**src/include/ft_bridge_macros.svh**
```systemverilog
`ifndef FT_BRIDGE_MACROS_SVH
`define FT_BRIDGE_MACROS_SVH

// bus word and byte enables
`define FT_DATA_W 32
`define FT_BE_W 4

// default FIFO depth as log2
`define FT_FIFO_DEPTH_LOG2 4

// covers the beats still in flight after rd_n rises
`define FT_AFULL_SLACK 3

`endif

```
**src/design/ft_bus_pkg.sv**
```systemverilog
`default_nettype none

`include "ft_bridge_macros.svh"

package ft_bus_pkg;

    typedef logic [`FT_DATA_W-1:0] ft_data_t;
    typedef logic [`FT_BE_W-1:0]   ft_be_t;

    // driven by the bridge, bus_oe enables the data and be pins
    typedef struct packed {
        ft_data_t data_out;
        ft_be_t   be_out;
        logic     bus_oe;
        logic     oe_n;
        logic     rd_n;
        logic     wr_n;
    } ft_pins_out_t;

    // driven by the device
    typedef struct packed {
        ft_data_t data_in;
        ft_be_t   be_in;
        logic     rxf_n;
        logic     txe_n;
    } ft_pins_in_t;

    typedef enum logic [1:0] {IDLE, WRITE, READ_TURN, READ} ft_bus_state_e;

endpackage

`default_nettype wire

```
**src/design/ft_user_pkg.sv**
```systemverilog
`default_nettype none

`include "ft_bridge_macros.svh"

package ft_user_pkg;

    import ft_bus_pkg::*;

    // one user word, data in the upper bits
    typedef struct packed {
        ft_data_t data;
        ft_be_t   be;
    } user_word_t;

    // occupancy, one extra bit so that full fits
    typedef logic [`FT_FIFO_DEPTH_LOG2:0] fifo_level_t;

endpackage

`default_nettype wire

```
**src/design/sync_fifo.sv**
```systemverilog
`timescale 1ns/1ps
`default_nettype none

`include "ft_bridge_macros.svh"

module sync_fifo
    import ft_user_pkg::*;
#(
    parameter int DEPTH_LOG2 = `FT_FIFO_DEPTH_LOG2
) (
    input  logic       clk,
    input  logic       reset_n,
    input  user_word_t in_word,
    input  logic       in_valid,
    output logic       in_ready,
    output user_word_t out_word,
    output logic       out_valid,
    input  logic       out_ready,
    output logic       afull
);

    localparam int          ENTRIES     = 2 ** DEPTH_LOG2;
    localparam fifo_level_t DEPTH       = fifo_level_t'(ENTRIES);
    localparam fifo_level_t AFULL_LEVEL = DEPTH - fifo_level_t'(`FT_AFULL_SLACK);

    user_word_t            mem [ENTRIES];
    logic [DEPTH_LOG2-1:0] wr_ptr;
    logic [DEPTH_LOG2-1:0] rd_ptr;
    fifo_level_t           count;
    logic                  push;
    logic                  pop;

    assign in_ready  = (count != DEPTH);
    assign out_valid = (count != '0);
    assign push      = in_valid && in_ready;
    assign pop       = out_valid && out_ready;

    // show-ahead, head of queue always on the output
    assign out_word = mem[rd_ptr];

    // fewer than the slack entries left
    assign afull = (count > AFULL_LEVEL);

    always_ff @(posedge clk) begin
        if (push) begin
            mem[wr_ptr] <= in_word;
        end
    end

    always_ff @(posedge clk) begin
        if (!reset_n) begin
            wr_ptr <= '0;
            rd_ptr <= '0;
            count  <= '0;
        end else begin
            if (push) begin
                wr_ptr <= wr_ptr + 1'b1;
            end
            if (pop) begin
                rd_ptr <= rd_ptr + 1'b1;
            end
            case ({push, pop})
                2'b10:   count <= count + 1'b1;
                2'b01:   count <= count - 1'b1;
                default: count <= count;
            endcase
        end
    end

    // a full FIFO has its write side wrapped round onto the read side
    a_full_ptrs: assert property (
        @(posedge clk) disable iff (!reset_n)
        (count == DEPTH) |-> (wr_ptr == rd_ptr)
    );

    // an empty FIFO has read back everything that was written
    a_empty_ptrs: assert property (
        @(posedge clk) disable iff (!reset_n)
        (count == '0) |-> (wr_ptr == rd_ptr)
    );

endmodule

`default_nettype wire

```
**src/design/ft_bus_ctrl.sv**
```systemverilog
`timescale 1ns/1ps
`default_nettype none

module ft_bus_ctrl
    import ft_bus_pkg::*;
    import ft_user_pkg::*;
(
    input  logic         clk,
    input  logic         reset_n,
    input  user_word_t   tx_word,
    input  logic         tx_valid,
    output logic         tx_pop,
    output user_word_t   rx_word,
    output logic         rx_push,
    input  logic         rx_afull,
    input  ft_pins_in_t  bus_in,
    output ft_pins_out_t bus_out
);

    ft_bus_state_e state;
    logic          oe_n_q;
    logic          rd_n_q;
    // set when the last burst was a read
    logic          last_read;
    logic          read_req;
    logic          write_req;
    logic          read_beat;
    logic          read_stop;

    // device has data and the receive side has room
    assign read_req  = !bus_in.rxf_n && !rx_afull;
    // a word is waiting and the device can take it
    assign write_req = tx_valid && !bus_in.txe_n;

    // one word per edge with oe_n, rd_n and rxf_n all low
    assign read_beat = (state == READ) && !oe_n_q && !rd_n_q && !bus_in.rxf_n;
    assign read_stop = bus_in.rxf_n || rx_afull;

    // accepted write beat, wr_n low and txe_n low
    assign tx_pop = (state == WRITE) && tx_valid && !bus_in.txe_n;

    always_ff @(posedge clk) begin
        if (!reset_n) begin
            state     <= IDLE;
            oe_n_q    <= 1'b1;
            rd_n_q    <= 1'b1;
            last_read <= 1'b0;
        end else begin
            case (state)
                IDLE: begin
                    // releases oe_n one cycle after rd_n went high
                    oe_n_q <= 1'b1;
                    // no new burst until the turnaround is over
                    if (oe_n_q) begin
                        if (read_req && (!write_req || !last_read)) begin
                            state     <= READ_TURN;
                            oe_n_q    <= 1'b0;
                            last_read <= 1'b1;
                        end else if (write_req) begin
                            state     <= WRITE;
                            last_read <= 1'b0;
                        end
                    end
                end

                READ_TURN: begin
                    // oe_n has been low for a cycle, now start strobing
                    if (read_req) begin
                        state  <= READ;
                        rd_n_q <= 1'b0;
                    end else begin
                        state <= IDLE;
                    end
                end

                READ: begin
                    if (read_stop) begin
                        state  <= IDLE;
                        rd_n_q <= 1'b1;
                    end
                end

                WRITE: begin
                    // transmit FIFO empty or device full
                    if (!write_req) begin
                        state <= IDLE;
                    end
                end

                default: begin
                    state  <= IDLE;
                    oe_n_q <= 1'b1;
                    rd_n_q <= 1'b1;
                end
            endcase
        end
    end

    // capture of read beats into the receive path
    always_ff @(posedge clk) begin
        if (!reset_n) begin
            rx_push <= 1'b0;
        end else begin
            rx_push <= read_beat;
        end
    end

    always_ff @(posedge clk) begin
        if (read_beat) begin
            rx_word.data <= bus_in.data_in;
            rx_word.be   <= bus_in.be_in;
        end
    end

    // head of the transmit FIFO goes straight onto the pins
    always_comb begin
        bus_out.data_out = tx_word.data;
        bus_out.be_out   = tx_word.be;
        bus_out.bus_oe   = (state == WRITE);
        bus_out.oe_n     = oe_n_q;
        bus_out.rd_n     = rd_n_q;
        bus_out.wr_n     = !((state == WRITE) && tx_valid);
    end

    // the two directions never strobe together
    a_no_rd_wr_overlap: assert property (
        @(posedge clk) disable iff (!reset_n)
        !(!bus_out.wr_n && !bus_out.rd_n)
    );

    // no contention, the device drives the pins while oe_n is low
    a_no_drive_while_oe: assert property (
        @(posedge clk) disable iff (!reset_n)
        !(bus_out.bus_oe && !bus_out.oe_n)
    );

    // turnaround: rd_n only falls after oe_n was already low
    a_read_turnaround: assert property (
        @(posedge clk) disable iff (!reset_n)
        $fell(bus_out.rd_n) |-> $past(!bus_out.oe_n)
    );

endmodule

`default_nettype wire

```
**src/design/ft601_bridge.sv**
```systemverilog
`timescale 1ns/1ps
`default_nettype none

`include "ft_bridge_macros.svh"

module ft601_bridge
    import ft_bus_pkg::*;
    import ft_user_pkg::*;
(
    input  logic         clk,
    input  logic         reset_n,

    // user write side
    input  user_word_t   wr_word,
    input  logic         wr_valid,
    output logic         wr_ready,

    // user read side
    output user_word_t   rd_word,
    output logic         rd_valid,
    input  logic         rd_ready,

    // FT601 bus
    input  ft_pins_in_t  bus_in,
    output ft_pins_out_t bus_out
);

    // transmit FIFO to controller
    user_word_t tx_word;
    logic       tx_valid;
    logic       tx_pop;

    // controller to receive FIFO
    user_word_t rx_word;
    logic       rx_push;
    logic       rx_afull;

    // user words waiting for the bus
    sync_fifo #(
        .DEPTH_LOG2 (`FT_FIFO_DEPTH_LOG2)
    ) i_tx_fifo (
        .clk       (clk),
        .reset_n   (reset_n),
        .in_word   (wr_word),
        .in_valid  (wr_valid),
        .in_ready  (wr_ready),
        .out_word  (tx_word),
        .out_valid (tx_valid),
        .out_ready (tx_pop),
        .afull     ()
    );

    ft_bus_ctrl i_bus_ctrl (
        .clk      (clk),
        .reset_n  (reset_n),
        .tx_word  (tx_word),
        .tx_valid (tx_valid),
        .tx_pop   (tx_pop),
        .rx_word  (rx_word),
        .rx_push  (rx_push),
        .rx_afull (rx_afull),
        .bus_in   (bus_in),
        .bus_out  (bus_out)
    );

    // bus words waiting for the user
    // in_ready is left open, rx_afull keeps the controller from overrunning it
    sync_fifo #(
        .DEPTH_LOG2 (`FT_FIFO_DEPTH_LOG2)
    ) i_rx_fifo (
        .clk       (clk),
        .reset_n   (reset_n),
        .in_word   (rx_word),
        .in_valid  (rx_push),
        .in_ready  (),
        .out_word  (rd_word),
        .out_valid (rd_valid),
        .out_ready (rd_ready),
        .afull     (rx_afull)
    );

endmodule

`default_nettype wire

```
**config.mk**
```make
export PLATFORM = sky130hd
export DESIGN_NAME = ft601_bridge
export DESIGN_NICKNAME = d
export VERILOG_FILES = /design/src/design/ft_bus_pkg.sv /design/src/design/ft_user_pkg.sv /design/src/design/sync_fifo.sv /design/src/design/ft_bus_ctrl.sv /design/src/design/ft601_bridge.sv
export VERILOG_INCLUDE_DIRS = /design/src /design/src/include
export SDC_FILE = /design/constraint.sdc
export NUM_CORES = 1
export LEC_CHECK = 0
export BUFFER_PORTS_ARGS = -buffer_cell sky130_fd_sc_hd__buf_2
export CAP_MARGIN = 15
export CORE_MARGIN = 5
export CORE_UTILIZATION = 50
export CTS_BUF_LIST = sky130_fd_sc_hd__clkbuf_8
export CTS_CLUSTER_DIAMETER = 150
export CTS_CLUSTER_SIZE = 28
export DETAILED_ROUTE_END_ITERATION = 8
export HOLD_SLACK_MARGIN = 0.08
export PLACE_DENSITY = 0.66
export SLEW_MARGIN = 20
export SYNTH_ARGS = -nofsm -noshare
export SYNTH_HDL_FRONTEND = slang
export SYNTH_SLANG_ARGS = --single-unit
```
**constraint.sdc**
```tcl
create_clock -name clk -period 5.4 [get_ports clk]
set_input_delay 0.27 -clock clk [delete_from_list [all_inputs] [get_ports clk]]
set_output_delay 0.27 -clock clk [all_outputs]
set_load 0.02 [all_outputs]
```
# Word-level counts from Yosys, hierarchy flattened
# Memory sizes are Yosys's and may differ from the RTL's. A register that Yosys moved wholly into a read port is not among the register bits.
# Cells that the tools add are included.
# classes
addsub,8
order_cmp,1
eq_ne,14
mux,24
n_reduce_logical,32
# ops
op,count
$pmux W5 S2,2
$add A4 B1 Y4 const B,4
$mux W4,4
$logic_and A1 B1 Y1,12
$mux W2,6
$add A5 B1 Y5 const B,2
$mux W1,10
$ne A5 B5 Y1 const B,2
$reduce_bool A5 Y1,2
$sub A5 B1 Y5 const B,2
$eq A2 B2 Y1 const B,4
$logic_not A1 Y1,8
$pmux W2 S4,1
$reduce_bool A2 Y1,4
$eq A2 B1 Y1 const B,3
$ne A2 B1 Y1 const B,3
$reduce_and A3 Y1,2
$gt A5 B4 Y1 const B,1
$reduce_and A4 Y1,1
$ne A3 B1 Y1 const B,1
$logic_not A2 Y1,1
$logic_or A1 B1 Y1,2
$ne A2 B2 Y1 const B,1
$pmux W1 S2,1
# totals
register_bits,68
ram_bits,1152
inputBits,78
out_inout_bits,78
word_cells,94
n_memories,2
# memory_table
memory,depth,word_bits,rd,rd_ports_with_merged_regs,wr,line_no,text
i_rx_fifo.mem,16,36,1,1,1,sync_fifo.sv:26,user_word_t mem [ENTRIES];
i_tx_fifo.mem,16,36,1,1,1,sync_fifo.sv:26,

# Depth between registers and ports, before layout
# Gate-level depths: netlist of the first run.
# logic_depth
word_depth,8
ltp_mapped,12
mapped_depth_nobuf,10

# By module
# A second synthesis of the first run with hierarchy kept.
# unflattened
hier_cells,2139
hier_area_um2,46868.7
# modules_own_cells
mod,instances,cells_each,area_per_inst_um2
sync_fifo,2,1013,22584.2
ft_bus_ctrl,1,113,1700.4

# Worst setup path before layout of the first run
# OpenSTA, ideal clock, no wires.
# synth_path
path_kind,reg2reg
from,register i_tx_fifo.count[2]
to,memory i_tx_fifo.mem[2][0] (netlist name) (enable)
setup_time_ns,0.474
t_arrival_ns,3.609
t_required_ns,4.926
path_slack_ns,1.317
stages_incl_launch_ff,6
n_path_buf,1
period_less_slack_ns,4.083
path_cell_list,dfxtp_1 > buf_2 > nor4_1 > a21boi_1 > nand2_1 > nor3_1
# synth_between
elab_chain_len,4
# synth_rtl
element,line_no,text
"start, declared",sync_fifo.sv:29,fifo_level_t count;
"start signal, assigned",sync_fifo.sv:63,2'b10: count <= count + 1'b1;
"start signal, assigned",sync_fifo.sv:64,2'b01: count <= count - 1'b1;
"start signal, assigned",sync_fifo.sv:65,default: count <= count;
$ne A5 B5 Y1,sync_fifo.sv:33,assign in_ready = (count != DEPTH);
$logic_and A1 B1 Y1,sync_fifo.sv:35,assign push = in_valid && in_ready;
$mux W1,sync_fifo.sv:45,if (push) begin
$mux W1 (not written as such),sync_fifo.sv:46,mem[wr_ptr] <= in_word;
"end, declared",sync_fifo.sv:26,
# Every way passes these cells.

==> results.json, run 1 <==
{
  "vias": 21280,
  "endpoint_kind": "output pin",
  "synth_adder_area_share_pct": 0.5291,
  "max-cap-violations": 0,
  "setup-violations-final": 0,
  "syn_nets": 2166,
  "netlist_area_um2": 46350,
  "powerDensity_nw_per_um2": 303.2,
  "synthXorXnorAreaFrac_pct": 0.2456,
  "synth_top_area_cell": "edfxtp_1",
  "finalCritPeriodShare_pct": 68.63,
  "clk_pin_slew_worst_paths_ns": 0.17,
  "maxSlewHeadroom_pct": 29.97,
  "synth_edf_count": 1188,
  "layout_commonest_cell": "edfxtp_1",
  "synth.avg_cell_area_um2": 22.40,
  "rows": 111,
  "cp_cell_sequence": "buf_12 -> mux4_2 -> a22oi_1 -> nand2_1 -> buf_2",
  "nNetsFinal": 2391,
  "numCtsBuffers": 49,
  "fp.dieArea_um2": 98890,
  "first_iter_violations": 2382,
  "drive_above_1_share_pct": 26.00,
  "clock_sinks": 1228,
  "cts_tree": "built",
  "drv_slew": 0,
  "grt_antenna_before_repair": 7,
  "p_leak_uw": 0.01542,
  "drc": 0,
  "cp.required_ns": 5.13,
  "synthMuxAreaShare_pct": 14.17,
  "ys_types": 58,
  "totalWireLength_um": 98310,
  "gr-total-overflow": 0,
  "post_drt_wl_per_cell_um": 27.58,
  "finalInstanceArea_um2": 50450,
  "placed_cell_area_um2": 48810,
  "synthFlopType": "edfxtp_1",
  "final_antenna_net_count": 0,
  "startpoint_type": "register",
  "first_pass_iters": 6,
  "synth_seq_cells": 1228,
  "timing.setup.tns_ns": 0,
  "hold_viol_final": 0,
  "yosys.area_share.simple_pct": 2.008,
  "clkLatencyLatePin_ns": 0.75,
  "finClkSkew_ns": 0.03268,
  "yosysWarnings": 0,
  "ys_top_cells_by_area": "edfxtp_1 77%, mux4_2 14%, a22oi_1 2.3%",
  "fp.dieH_um": 314.5,
  "layout_common_cells": "1188 x edfxtp_1, 288 x mux4_2, 155 x buf_2, 144 x a22oi_1, 91 x nand2_1",
  "clockRootBuffer": "clkbuf_8",
  "hold_buffers": 78,
  "post-cts-setup-buffers": 0,
  "fin_crit_ns": 3.706,
  "ir_drop_uv": 307.2,
  "cp.arrival_ns": 3.44,
  "dp_hpwl_um": 51370,
  "grt_max_degree": 101,
  "synth_compound_area_share_pct": 2.980,
  "viasPerCell": 5.968,
  "seq_area_frac_synth_pct": 78.69,
  "start_util_pct": 50.49,
  "core_area_um2": 91800,
  "gp_congestion": 0.7675,
  "track_usage_pct": 19.87,
  "max-clock-path-buffers": 3,
  "grt_pass1_vias": 22250,
  "hold_path.class": "in2reg",
  "syn_to_final_growth_pct": 8.837,
  "crit_type": "reg2out",
  "fmax_ghz": 0.2698,
  "synth_top_family_by_area": "multiplexers",
  "die_w_um": 314.5,
  "boundaryPins": 156,
  "grt_pass1_wl_um": 146500,
  "synth_top_area_share_pct": 76.96,
  "async_flop_share_pct": 0,
  "htree_levels": 2,
  "cp_slowest_cell": "dfxtp_4",
  "slowest_delay_ns": 0.96,
  "postSynthCellCount": 2069,
  "cts_resized": 0,
  "io_buffers": 155,
  "status": "complete, no violations",
  "worst_slew_pin_slew_ns": 1.048,
  "worstPathMaxFanout": 59,
  "rsz0062_at_grt": "no"
}
## final cells by class
cell class	instances	area, um2
Sequential cell	1228	36490
Multi-Input combinational cell	716	9510
Timing Repair Buffer	284	2009
Tap cell	1243	1555
Fill cell	6919	41350
Antenna cell	7	17.52
Inverter	15	56.30
Clock buffer	51	701.9
Clock inverter	21	108.9
## cells in the mapped netlist, drive strengths merged (3+ instances only)
| cell type | instances |
|---|---|
| a21oi | 11 |
| or4 | 3 |
| mux4 | 288 |
| o21ai | 6 |
| nor2b | 5 |
| nand2b | 9 |
| clkbuf | 47 |
| a22oi | 144 |
| nand2 | 91 |
| nor2 | 55 |
| xnor2 | 3 |
| a21boi | 3 |
| buf | 63 |
| inv | 14 |
| xor2 | 10 |
| ha | 18 |
| nor3 | 11 |
| mux2i | 8 |
| nor4 | 6 |
| nand3 | 6 |
| edfxtp | 1188 |
| o211ai | 5 |
| dfxtp | 40 |
| nand4 | 3 |
## sequential cells by signal (all words and copies together) (netlist names), 2 cells and up, named ones only
name / cells
i_rx_fifo.wr_ptr: 4
i_tx_fifo.mem: 576
i_tx_fifo.wr_ptr: 4
i_tx_fifo.count: 5
i_tx_fifo.rd_ptr: 4
i_rx_fifo.rd_ptr: 4
i_rx_fifo.mem: 576
i_bus_ctrl.rx_word: 36
i_bus_ctrl.state: 2
i_rx_fifo.count: 5
## logic make-up (layout without fill, tap and decap cells)
family / count (synthesis) / in the layout
flip-flops: 1228 / 1228
multiplexers: 296 / 296
buffers and inverters: 125 / 371
adder cells (fa/ha/maj): 19 / 19
XOR/XNOR: 13 / 13
AND/OR/NAND/NOR: 205 / 205
other: 0 / 7
AO/OA/AOI/OAI: 183 / 183
## layer usage
layer	wire length [um]	vias up	part of all wire, %	GRT usage, %
met2	51930	616	53	35.08
li1	-	9069	-	-
met5	0	-	0	0
met4	1755	0	1.8	3.753
met1	39080	11500	40	27.09
met3	5544	96	5.6	2.752
## final timing paths
check	from	end	slack (ns)	cells past startpoint
min	bus_in[37]	i_bus_ctrl.rx_word[35]$_DFFE_PP_	0.22	2
max	register	bus_out[24]	1.69	5
max reg2reg	i_tx_fifo.count[1]$_SDFFE_PN0P_	i_tx_fifo.count[4]$_SDFFE_PN0P_	1.91	10
min reg2reg	i_tx_fifo.rd_ptr[1]$_SDFFE_PN0N_	register	0.51	2
## power by group
group / switching, uW / internal (uW) / leakage, uW / total [uW]
logic: 705 / 453 / 0.00392 / 1160
clock network: 2560 / 926 / 0.000482 / 3490
registers: 98.5 / 10600 / 0.0110 / 10600
total: 3370 / 11900 / 0.0154 / 15300
## worst max-delay path, delay by kind of cell, from the launching register on
kind | cells | cell delay [ns]
mux | 1 | 0.56
flops | 1 | 0.96
compound gates | 1 | 0.23
simple gates | 1 | 0.14
buf+inv | 2 | 0.68
## metrics by stage
| stage | hold WS (ns) | cells | setup slack (ns) | power, uW | util, % |
|---|---|---|---|---|---|
| finish | 0.2183 | 3565 | 1.694 | 15300 | 54.96 |
| global route | 0.1846 | 3562 | 1.274 | 15890 | 54.95 |
| CTS | 0.1458 | 3557 | 1.521 | 15440 | 54.91 |
| detailed placement | 0.4481 | 3407 | 1.971 | 12000 | 53.17 |
| global placement | 0.4464 | 3407 | 2.156 | 11950 | 53.17 |
| floorplan | 0.3689 | 2069 | 1.317 | 11550 | - |
Power figures use the tool's default switching activity.
==> run 2, diff against run 1 <==
--- a/config.mk
+++ b/config.mk
@@ -6,6 +6,7 @@
 export SDC_FILE = /design/constraint.sdc
 export NUM_CORES = 1
 export LEC_CHECK = 0
+export ABC_AREA = 1
 export BUFFER_PORTS_ARGS = -buffer_cell sky130_fd_sc_hd__buf_2
 export CAP_MARGIN = 15
 export CORE_MARGIN = 5
@@ -15,7 +16,7 @@
 export CTS_CLUSTER_SIZE = 28
 export DETAILED_ROUTE_END_ITERATION = 8
 export HOLD_SLACK_MARGIN = 0.08
-export PLACE_DENSITY = 0.66
+export PLACE_DENSITY = 0.69
 export SLEW_MARGIN = 20
 export SYNTH_ARGS = -nofsm -noshare
 export SYNTH_HDL_FRONTEND = slang
==> constraint.sdc (replaced) <==
create_clock -name clk -period 3.1 [get_ports clk]
set_input_delay 0.155 -clock clk [delete_from_list [all_inputs] [get_ports clk]]
set_output_delay 0.155 -clock clk [all_outputs]
set_load 0.02 [all_outputs]
==> results.json, run 2 <==
{
  "yosys-top-cells-count": "1188 x edfxtp_1, 619 x inv_1, 454 x nand3_1",
  "post_drt_wl_per_cell_um": 19.81,
  "slowest_delay_ns": 0.60,
  "drc": 0,
  "syn_nets": 4073,
  "p_leak_uw": 0.01909,
  "fp.dieArea_um2": 106800,
  "powerDensity_nw_per_um2": 583.7,
  "clk_pin_slew_worst_paths_ns": 0.16,
  "hold_path.class": "in2reg",
  "seq_area_frac_synth_pct": 72.71,
  "gp_congestion": 0.7416,
  "totalWireLength_um": 108400,
  "intPower_uw": 22280,
  "fp.dieH_um": 326.7,
  "dp_hpwl_um": 57100,
  "numCtsBuffers": 49,
  "layout_commonest_cell": "edfxtp_1",
  "start_util_pct": 50.24,
  "gr-total-overflow": 0,
  "clock_sinks": 1228,
  "rsz0062_at_grt": "no",
  "cpMostUsedCell": "nand3_1",
  "htree_levels": 2,
  "syn_to_final_growth_pct": 9.303,
  "drv_slew": 0,
  "max-cap-violations": 0,
  "crit_type": "reg2out",
  "finClkSkew_ns": 0.04104,
  "boundaryPins": 156,
  "grt_max_degree": 123,
  "yosysMostFrequentCell": "edfxtp_1",
  "drive_above_1_share_pct": 9.964,
  "seqPwrFrac_pct": 57.8,
  "critPathTopFamily": "buffers and inverters",
  "postSynthCellCount": 3976,
  "holdWs_ns": 0.1700,
  "synth_edf_count": 1188,
  "async_flop_share_pct": 0,
  "yosysWarnings": 0,
  "synth_top_area_cell": "edfxtp_1",
  "route.met2.wl_um": 55230,
  "synth.avg_cell_area_um2": 12.62,
  "clkLatencyLatePin_ns": 0.80,
  "cp_cell_sequence": "buf_12 -> o211ai_1 -> nand3_1 -> nand3_1 -> nand2_1 -> buf_2",
  "hold_viol_final": 0,
  "nNetsFinal": 4240,
  "vias": 29980,
  "worst_slew_pin_slew_ns": 0.9240,
  "clockRootBuffer": "clkbuf_8",
  "io_buffers": 155,
  "cp_slowest_cell": "dfxtp_4",
  "fmax_ghz": 0.3486,
  "status": "complete, no violations",
  "track_usage_pct": 19.83,
  "switching_power_uw": 9724,
  "finalCritPeriodShare_pct": 92.54,
  "synth_top_area_share_pct": 71.11,
  "viasPerCell": 5.478,
  "ir_drop_uv": 491.6,
  "crit_buf_inv": 2,
  "grt_antenna_before_repair": 9,
  "first_pass_iters": 6,
  "reg.largest.list": "i_rx_fifo.mem (576), i_tx_fifo.mem (576), i_bus_ctrl.rx_word (36)",
  "first_iter_violations": 2858,
  "synth_seq_cells": 1228,
  "grt_pass1_vias": 28740,
  "fin_crit_ns": 2.869,
  "dp.cells": 5275,
  "ys_top_cells_by_area": "edfxtp_1 71%, inv_1 4.6%, nand3_1 4.5%",
  "highest_layer": "met5",
  "final_antenna_net_count": 0,
  "setup-violations-final": 0,
  "wl_met3_um": 6160,
  "core_area_um2": 99860,
  "rows": 116,
  "final_cells": 5472,
  "startpoint_type": "register",
  "ys_types": 29,
  "layout_common_cells": "1188 x edfxtp_1, 639 x inv_1, 454 x nand3_1, 428 x nand2_1, 312 x a21oi_1",
  "cp.arrival_ns": 2.71,
  "synthFlopType": "edfxtp_1",
  "p_sw_share_pct": 30.38,
  "cp.required_ns": 2.94,
  "worstPathMaxFanout": 117,
  "drt-met1-wl_um": 45040,
  "netlist_area_um2": 50160,
  "power_frac_clock_pct": 18.9,
  "die_w_um": 326.7,
  "cts_tree": "built",
  "endpoint_kind": "output pin",
  "maxSlewHeadroom_pct": 38.40,
  "max-clock-path-buffers": 3,
  "grt_pass1_wl_um": 166900,
  "combPwrFrac_pct": 23.3,
  "timing.setup.tns_ns": 0
}
[run 2: worst paths after layout]
check,start,endpoint,slack (ns),depth (start not counted)
worst min register to register,i_tx_fifo.rd_ptr[2]$_SDFFE_PN0N_,register,0.50,2
worst max-delay path,register,rd_word[25],0.23,6
worst min-delay path,bus_in[2],i_bus_ctrl.rx_word[0]$_DFFE_PP_,0.17,2
worst max register to register,i_tx_fifo.count[0]$_SDFFE_PN0P_,i_tx_fifo.count[4]$_SDFFE_PN0P_,0.59,14
[run 2: cell type report]
cell class              instances  area [um2]
diodes                          9       22.52
clock buffers                  49       674.4
clock inverters                24       116.4
fillers                      8152       45020
inverters                     625        2351
multi-input cells            1882       10360
flip-flops and latches       1228       36500
well taps                    1298        1624
repair buffers                357        3187
[run 2: cells by family after synthesis]
logic type                 count (synthesis)  share of synthesized area (%)
AOI/OAI and AO/OA                        908                          11.23
DFF                                     1228                          72.71
and+or+nand+nor                          945                          8.246
xor gates and xnor gates                  10                         0.1746
adders and majority gates                 19                         0.4889
buffers and inverters                    866                          7.146
[run 2: routing by layer]
metal  up-vias  track usage, %
met5         -               0
met4         2           4.043
met3       109           2.488
met2       800           35.13
met1     14740           26.64
li1      14330               -
[run 2: timing repair]
action / CTS / global route
hold endpoints to repair: 663 / 0
gates cloned: 0 / 0
hold buffers: 113 / 0
gates resized for setup: 1 / 1
setup buffers: 0 / 2
setup endpoints to repair: 4 / 5
[run 2: metrics by stage]
step	setup WS (ns)	utilization (%)	power [uW]	area, um2
after floorplan	0.02041	-	24310	50170
after global placement	0.6663	52.93	26070	52860
after detailed placement	0.6360	52.93	26240	52860
after CTS	0.03878	54.86	32260	54780
after global routing	0.007070	54.91	33710	54830
final	0.2312	54.91	32000	54830
[run 2: power groups by stage]
stage | registers [uW] | logic [uW] | clock network, uW
after floorplan | 18700 | 5600 | 0
after global placement | 18900 | 7200 | 0
after CTS | 18500 | 7490 | 6260
final | 18500 | 7460 | 6050
after detailed placement | 18900 | 7350 | 0
after global routing | 18500 | 8320 | 6850
